`config.mk`:
```
export PLATFORM = sky130hd
export DESIGN_NAME = bit_scatter_top
export DESIGN_NICKNAME = d
export VERILOG_FILES = /design/src/scatter_cmd_pkg.sv /design/src/scatter_port_pkg.sv /design/src/scatter_cmd_decoder.sv /design/src/demux_tree.sv /design/src/demux_bank_steer.sv /design/src/bit_scatter_top.sv
export VERILOG_INCLUDE_DIRS = /design/src
export SDC_FILE = /design/constraint.sdc
export NUM_CORES = 1
export LEC_CHECK = 0
export ABC_CLOCK_PERIOD_IN_PS = 1850
export BUFFER_PORTS_ARGS = -buffer_cell sky130_fd_sc_hd__buf_4
export CORE_MARGIN = 4
export CORE_UTILIZATION = 55
export CTS_BUF_LIST = sky130_fd_sc_hd__clkbuf_2 sky130_fd_sc_hd__clkbuf_4 sky130_fd_sc_hd__clkbuf_8
export DETAILED_ROUTE_END_ITERATION = 8
export GPL_TIMING_DRIVEN = 0
export PLACE_DENSITY = 0.87
export SLEW_MARGIN = 0
export SYNTH_ARGS = -nofsm -noshare
export SYNTH_HDL_FRONTEND = slang
export SYNTH_SLANG_ARGS = --single-unit
```
`constraint.sdc`:
```
create_clock -name clk -period 1.85 [get_ports clk]
set_input_delay 0.37 -clock clk [delete_from_list [all_inputs] [get_ports clk]]
set_output_delay 0.37 -clock clk [all_outputs]
set_load 0.005 [all_outputs]
```
`src/scatter_defines.svh`:
```
`ifndef SCATTER_DEFINES_SVH
`define SCATTER_DEFINES_SVH

// ############################
// Scatter unit geometry
// ############################

// Outputs of one demux tree
`define SCATTER_LANES 128

// Lane address width, log2 of the lane count
`define SCATTER_ADDR_W 7

// Independent trees
`define SCATTER_BANKS 2

// Command word on the input port
`define SCATTER_CMD_W 16

`endif

```
`src/scatter_cmd_pkg.sv`:
```
`include "scatter_defines.svh"

package scatter_cmd_pkg;

    // ############################
    // Command opcodes
    // ############################

    typedef enum logic [1:0]
    {
        OP_NOP   = 2'd0,
        OP_WRITE = 2'd1,
        OP_VIEW  = 2'd2                                    // 2'd3 unused, ignored
    } scatter_opcode_e;

    // ############################
    // Command formats
    // ############################

    typedef struct packed
    {
        scatter_opcode_e                                       opcode;
        logic                                                  bank;
        logic [`SCATTER_CMD_W-`SCATTER_ADDR_W-5:0]             reserved;
        logic [`SCATTER_ADDR_W-1:0]                            addr;
        logic                                                  data;
    } scatter_write_t;

    typedef struct packed
    {
        scatter_opcode_e                  opcode;            // Same bits as in write
        logic                             view_bank;
        logic [`SCATTER_CMD_W-4:0]        reserved;
    } scatter_view_t;

    // One command word, two readings
    typedef union packed
    {
        scatter_write_t write;
        scatter_view_t  view;
    } scatter_cmd_u;

endpackage

```
`src/scatter_port_pkg.sv`:
```
`include "scatter_defines.svh"

package scatter_port_pkg;

    // ############################
    // Decoder to steering
    // ############################

    typedef struct packed
    {
        logic                          valid;
        logic                          bank;              // Target tree
        logic [`SCATTER_ADDR_W-1:0]    addr;              // Target lane
        logic                          data;
    } scatter_route_t;

    // ############################
    // Output port
    // ############################

    typedef struct packed
    {
        logic                          valid;             // One-cycle pulse
        logic [`SCATTER_LANES-1:0]     lanes;
    } scatter_out_t;

endpackage

```
`src/scatter_cmd_decoder.sv`:
```
`timescale 1ns/1ps

module scatter_cmd_decoder
(
    input  logic                            clk,
    input  logic                            rst_n,
    input  logic                            cmd_strobe,
    input  scatter_cmd_pkg::scatter_cmd_u   cmd,
    output scatter_port_pkg::scatter_route_t route,
    output logic                            view_bank
);

    import scatter_cmd_pkg::*;
    import scatter_port_pkg::*;

    logic                          is_write;
    logic                          is_view;
    logic                          valid_q;
    logic                          bank_q;
    logic [$bits(route.addr)-1:0]  addr_q;
    logic                          data_q;
    logic                          view_bank_q;

    // ############################
    // Opcode decode
    // ############################

    // Both formats share the opcode position
    assign is_write = cmd_strobe && (cmd.write.opcode == OP_WRITE);
    assign is_view  = cmd_strobe && (cmd.view.opcode == OP_VIEW);

    // ############################
    // Command registers
    // ############################

    always_ff @(posedge clk or negedge rst_n)
    begin
        if (!rst_n)
        begin
            valid_q     <= 1'b0;
            view_bank_q <= 1'b0;
        end
        else
        begin
            valid_q <= is_write;                            // Single-cycle request
            if (is_view)
            begin
                view_bank_q <= cmd.view.view_bank;
            end
        end
    end

    // Write payload, qualified by valid_q
    always_ff @(posedge clk)
    begin
        if (is_write)
        begin
            bank_q <= cmd.write.bank;
            addr_q <= cmd.write.addr;
            data_q <= cmd.write.data;
        end
    end

    assign route = '{valid: valid_q, bank: bank_q, addr: addr_q, data: data_q};
    assign view_bank = view_bank_q;

endmodule

```
`src/demux_tree.sv`:
```
`timescale 1ns/1ps

`include "scatter_defines.svh"

module demux_tree
#(
    parameter int ADDR_W = `SCATTER_ADDR_W
)
(
    input  logic                     clk,
    input  logic                     rst_n,
    input  logic                     data,
    input  logic [ADDR_W-1:0]        sel,
    output logic [2**ADDR_W-1:0]     lanes
);

    localparam int HALF = 2**(ADDR_W-1);

    generate
        if (ADDR_W > 1)
        begin : g_split
            logic data_lo;
            logic data_hi;

            // ############################
            // Combinational 1-to-2 split
            // ############################

            assign data_lo = sel[ADDR_W-1] ? 1'b0 : data;
            assign data_hi = sel[ADDR_W-1] ? data : 1'b0;

            demux_tree
            #(
                .ADDR_W (ADDR_W-1)
            )
            lo_tree
            (
                .clk    (clk),
                .rst_n  (rst_n),
                .data   (data_lo),
                .sel    (sel[ADDR_W-2:0]),
                .lanes  (lanes[HALF-1:0])                  // Lower half for sel MSB 0
            );

            demux_tree
            #(
                .ADDR_W (ADDR_W-1)
            )
            hi_tree
            (
                .clk    (clk),
                .rst_n  (rst_n),
                .data   (data_hi),
                .sel    (sel[ADDR_W-2:0]),
                .lanes  (lanes[2*HALF-1:HALF])
            );
        end
        else
        begin : g_leaf
            // ############################
            // Registered last split
            // ############################

            always_ff @(posedge clk or negedge rst_n)
            begin
                if (!rst_n)
                begin
                    lanes <= '0;
                end
                else
                begin
                    lanes[0] <= data & ~sel[0];
                    lanes[1] <= data & sel[0];
                end
            end
        end
    endgenerate

endmodule

```
`src/demux_bank_steer.sv`:
```
`timescale 1ns/1ps

`include "scatter_defines.svh"

module demux_bank_steer
(
    input  logic                             clk,
    input  logic                             rst_n,
    input  scatter_port_pkg::scatter_route_t route,
    input  logic                             view_bank,
    output scatter_port_pkg::scatter_out_t   lanes_out
);

    import scatter_port_pkg::*;

    logic                         bank0_data;
    logic                         bank1_data;
    logic [`SCATTER_LANES-1:0]    tree_lanes [`SCATTER_BANKS];
    logic                         valid_q;
    logic                         bank_q;

    // ############################
    // Input steering
    // ############################

    // Idle tree sees a constant zero
    assign bank0_data = route.valid & route.data & ~route.bank;
    assign bank1_data = route.valid & route.data & route.bank;

    demux_tree
    #(
        .ADDR_W (`SCATTER_ADDR_W)
    )
    bank0_tree
    (
        .clk    (clk),
        .rst_n  (rst_n),
        .data   (bank0_data),
        .sel    (route.addr),
        .lanes  (tree_lanes[0])
    );

    demux_tree
    #(
        .ADDR_W (`SCATTER_ADDR_W)
    )
    bank1_tree
    (
        .clk    (clk),
        .rst_n  (rst_n),
        .data   (bank1_data),
        .sel    (route.addr),
        .lanes  (tree_lanes[1])
    );

    // ############################
    // Valid pipeline
    // ############################

    always_ff @(posedge clk or negedge rst_n)
    begin
        if (!rst_n)
        begin
            valid_q <= 1'b0;
            bank_q  <= 1'b0;
        end
        else
        begin
            valid_q <= route.valid;                         // Matches leaf register stage
            bank_q  <= route.bank;
        end
    end

    // ############################
    // Output multiplexing
    // ############################

    assign lanes_out.valid = valid_q && (bank_q == view_bank);
    assign lanes_out.lanes = tree_lanes[view_bank];

endmodule

```
`src/bit_scatter_top.sv`:
```
`timescale 1ns/1ps

module bit_scatter_top
(
    input  logic                           clk,
    input  logic                           rst_n,
    input  logic                           cmd_strobe,
    input  scatter_cmd_pkg::scatter_cmd_u  cmd,
    output scatter_port_pkg::scatter_out_t lanes_out
);

    import scatter_port_pkg::*;

    scatter_route_t route;                                  // Decoded write request
    logic           view_bank;

    // ############################
    // Command decode
    // ############################

    scatter_cmd_decoder u_decoder
    (
        .clk        (clk),
        .rst_n      (rst_n),
        .cmd_strobe (cmd_strobe),
        .cmd        (cmd),
        .route      (route),
        .view_bank  (view_bank)
    );

    // ############################
    // Bank trees and output mux
    // ############################

    demux_bank_steer u_steer
    (
        .clk        (clk),
        .rst_n      (rst_n),
        .route      (route),
        .view_bank  (view_bank),
        .lanes_out  (lanes_out)
    );

endmodule

```
==> results.json <==
{
  "status": "finished with violations",
  "violations": "setup timing",
  "syn-instance-count": 801,
  "h-tree-depth": 2,
  "drtPass1Iterations": 5,
  "critPathBufInv": 3,
  "final_antenna_net_count": 0,
  "clock_latency_ns": 0.58,
  "dieHeight_um": 151.2,
  "grt_max_degree": 134,
  "grt_pass1_vias": 8537,
  "rows": 52,
  "hold_class": "in -> reg",
  "final_area_um2": 14280,
  "coreArea_um2": 20230,
  "startpoint_type": "register",
  "die_width_um": 151.2,
  "post_dp_cell_area_um2": 12720,
  "grt_setup_unrepaired": "true",
  "cts.reportedPaths.clkPinSlew_ns": 0.06,
  "place_hpwl_um": 21610,
  "fin_total_pwr_uw": 12730,
  "via_per_inst": 6.610,
  "cp_max_fo": 10,
  "vias": 8606,
  "hold_violations": 0,
  "crit_path_end_kind": "output pin",
  "min_to": "u_decoder.valid_q",
  "grt_usage_pct": 30.27,
  "hold_path_depth": 2,
  "dp_cells": 1214,
  "layout_commonest_cell": "dfrtp_1",
  "syn_area_um2": 11280,
  "synth_largest_area_cell": "dfrtp_1",
  "start_util_pct": 55.74,
  "grt_pass1_wl_um": 51040,
  "report.final.setup_viol": 130,
  "cts_buffers": 42,
  "setup_ws_ns": -0.4534,
  "grt_overflow": 0,
  "wirelength_um": 35680,
  "critical_path_arrival_ns": 1.93,
  "grt_antenna_before_repair": 1,
  "relSlewSlack_pct": 34.12,
  "required_ns": 1.48,
  "cts_tree": "built",
  "p_leak_uw": 0.006314,
  "power_density_nw_per_um2": 891.4,
  "fin_crit_sh_pct": 124.5,
  "hold_path_startpoint": "cmd[15]",
  "die_area_um2": 22860,
  "cp.depth": 4,
  "final_cell_mix": "259 x dfrtp_1, 136 x nor4_1, 120 x nor4_2",
  "avgSynthCellArea_um2": 14.08,
  "ys_seq_elements": 269,
  "crit_chain": "buf_6 > buf_8 > mux2_2 > buf_4",
  "drive_above_1_share_pct": 52.76,
  "pin_count": 148,
  "criticalPathCategory": "reg -> out",
  "clock_path_buffers": 3,
  "cts_sinks": 269,
  "ys_warn_count": 0,
  "io_buffers": 142,
  "finalNonFillerCells": 1302,
  "fin_skew_ns": 0.03057,
  "synth.distinct_cells": 20,
  "synthTopCellsByArea": "dfrtp_1 58%, nor4_2 13%, mux2_2 13%",
  "fmax_mhz": 434.1,
  "final_nets": 1019,
  "wl_per_cell_um": 27.40,
  "worstRegToRegCells": 4,
  "peakVddDrop_mv": 0.5346,
  "drtIter0Drc": 1288,
  "cap_violations": 0,
  "synth_top_cell_area_share_pct": 57.68,
  "cp_slowest_stage_delay_ns": 0.48,
  "root_buffer": "clkbuf_8",
  "layout_min_cycle_time_ns": 2.303,
  "reg2reg_slack_ns": -0.04,
  "route.detailed.drc": 0,
  "timing.rr.start": "u_decoder.addr_q[0]",
  "path_delay_family": "buffers and inverters",
  "slew_viol_final": 0,
  "syn2layout_area_growth_pct": 26.62,
  "syn_nets": 820,
  "synth-seq-area-share_pct": 60.08,
  "tightestPinTransition_ns": 0.9882,
  "place_congestion": 0.9605,
  "critPathSlowestCell": "dfrtp_2"
}
==> worst reg2reg max path, delay by kind of cell (launching register included) <==
family                 cells  cell delay, ns
DFF                        1            0.41
and+or+nand+nor            2            0.27
buffers and inverters      2            1.04
==> synth_stat cells, drive strengths merged <==
library cell  instances
dfrtp               260
nor4                256
mux2                129
buf                  86
clkbuf               38
edfxtp                9
nand3b                5
nand2b                4
nand2                 3
or3b                  3
nand3                 2
or2                   2
and2                  1
nor2                  1
or3                   1
xnor2                 1
==> cells by family (layout without fill, tap and decap cells) <==
group                  count (synthesis)  in the layout  synth area share (%)
XOR/XNOR                               1              1               0.07766
buffers and inverters                124            354                 4.936
flip-flops                           269            269                 60.08
multiplexers                         129            129                 12.88
other                                  0              1                     0
AND/OR/NAND/NOR                      278            278                 22.03
==> report_power, final <==
part           total, uW  switching (uW)  internal [uW]
registers           5960            30.6           5930
clock network       5420            2370           3060
logic               1350             892            455
total              12700            3290           9440
==> worst max-delay path by stage <==
stage	from	endpoint
floorplan	u_decoder.view_bank	lanes_out[0]
global placement	rst_n	async pin
detailed placement	u_decoder.view_bank	lanes_out[28]
CTS	u_decoder.view_bank	lanes_out[60]
global route	u_decoder.view_bank	lanes_out[28]
finish	u_decoder.view_bank	lanes_out[28]
==> cell type report <==
| type | count | area, um^2 |
|---|---|---|
| Timing Repair Buffer | 155 | 1386 |
| Buffer | 124 | 739.5 |
| Antenna cell | 1 | 2.502 |
| Fill cell | 1225 | 5952 |
| Clock buffer | 73 | 904.6 |
| Sequential cell | 269 | 6778 |
| Tap cell | 270 | 337.8 |
| Multi-Input combinational cell | 408 | 4121 |
| Clock inverter | 2 | 12.51 |
==> layer usage <==
layer	GRT usage (%)	vias up	part of all wire (%)
li1	-	3402	-
met1	39.38	4322	37
met2	45.54	711	46
met3	9.276	171	11
met4	16.59	0	5.5
met5	0	-	0
==> stage by stage <==
stage	setup slack, ns	TNS, ns	hold slack, ns	utilization [%]
6_report	-0.4534	-49.68	0.1664	70.59
5_1_grt	-0.4690	-53.00	0.1948	70.59
4_1_cts	-0.4177	-49.01	0.1453	68.43
3_5_place_dp	-0.2433	-19.41	0.3889	62.86
3_3_place_gp	-1.476	-391.51	0.3791	62.68
2_1_floorplan	0.3149	0	0.07441	-
==> repair_timing <==
item,in CTS,in global routing
endpoints found under the hold margin,136,0
gates resized for setup,34,138
buffers inserted,0,1
cloned,0,1
endpoints found under the setup margin,142,197
hold buffers,10,0
Note: power is estimated with default switching activity, not from simulation.
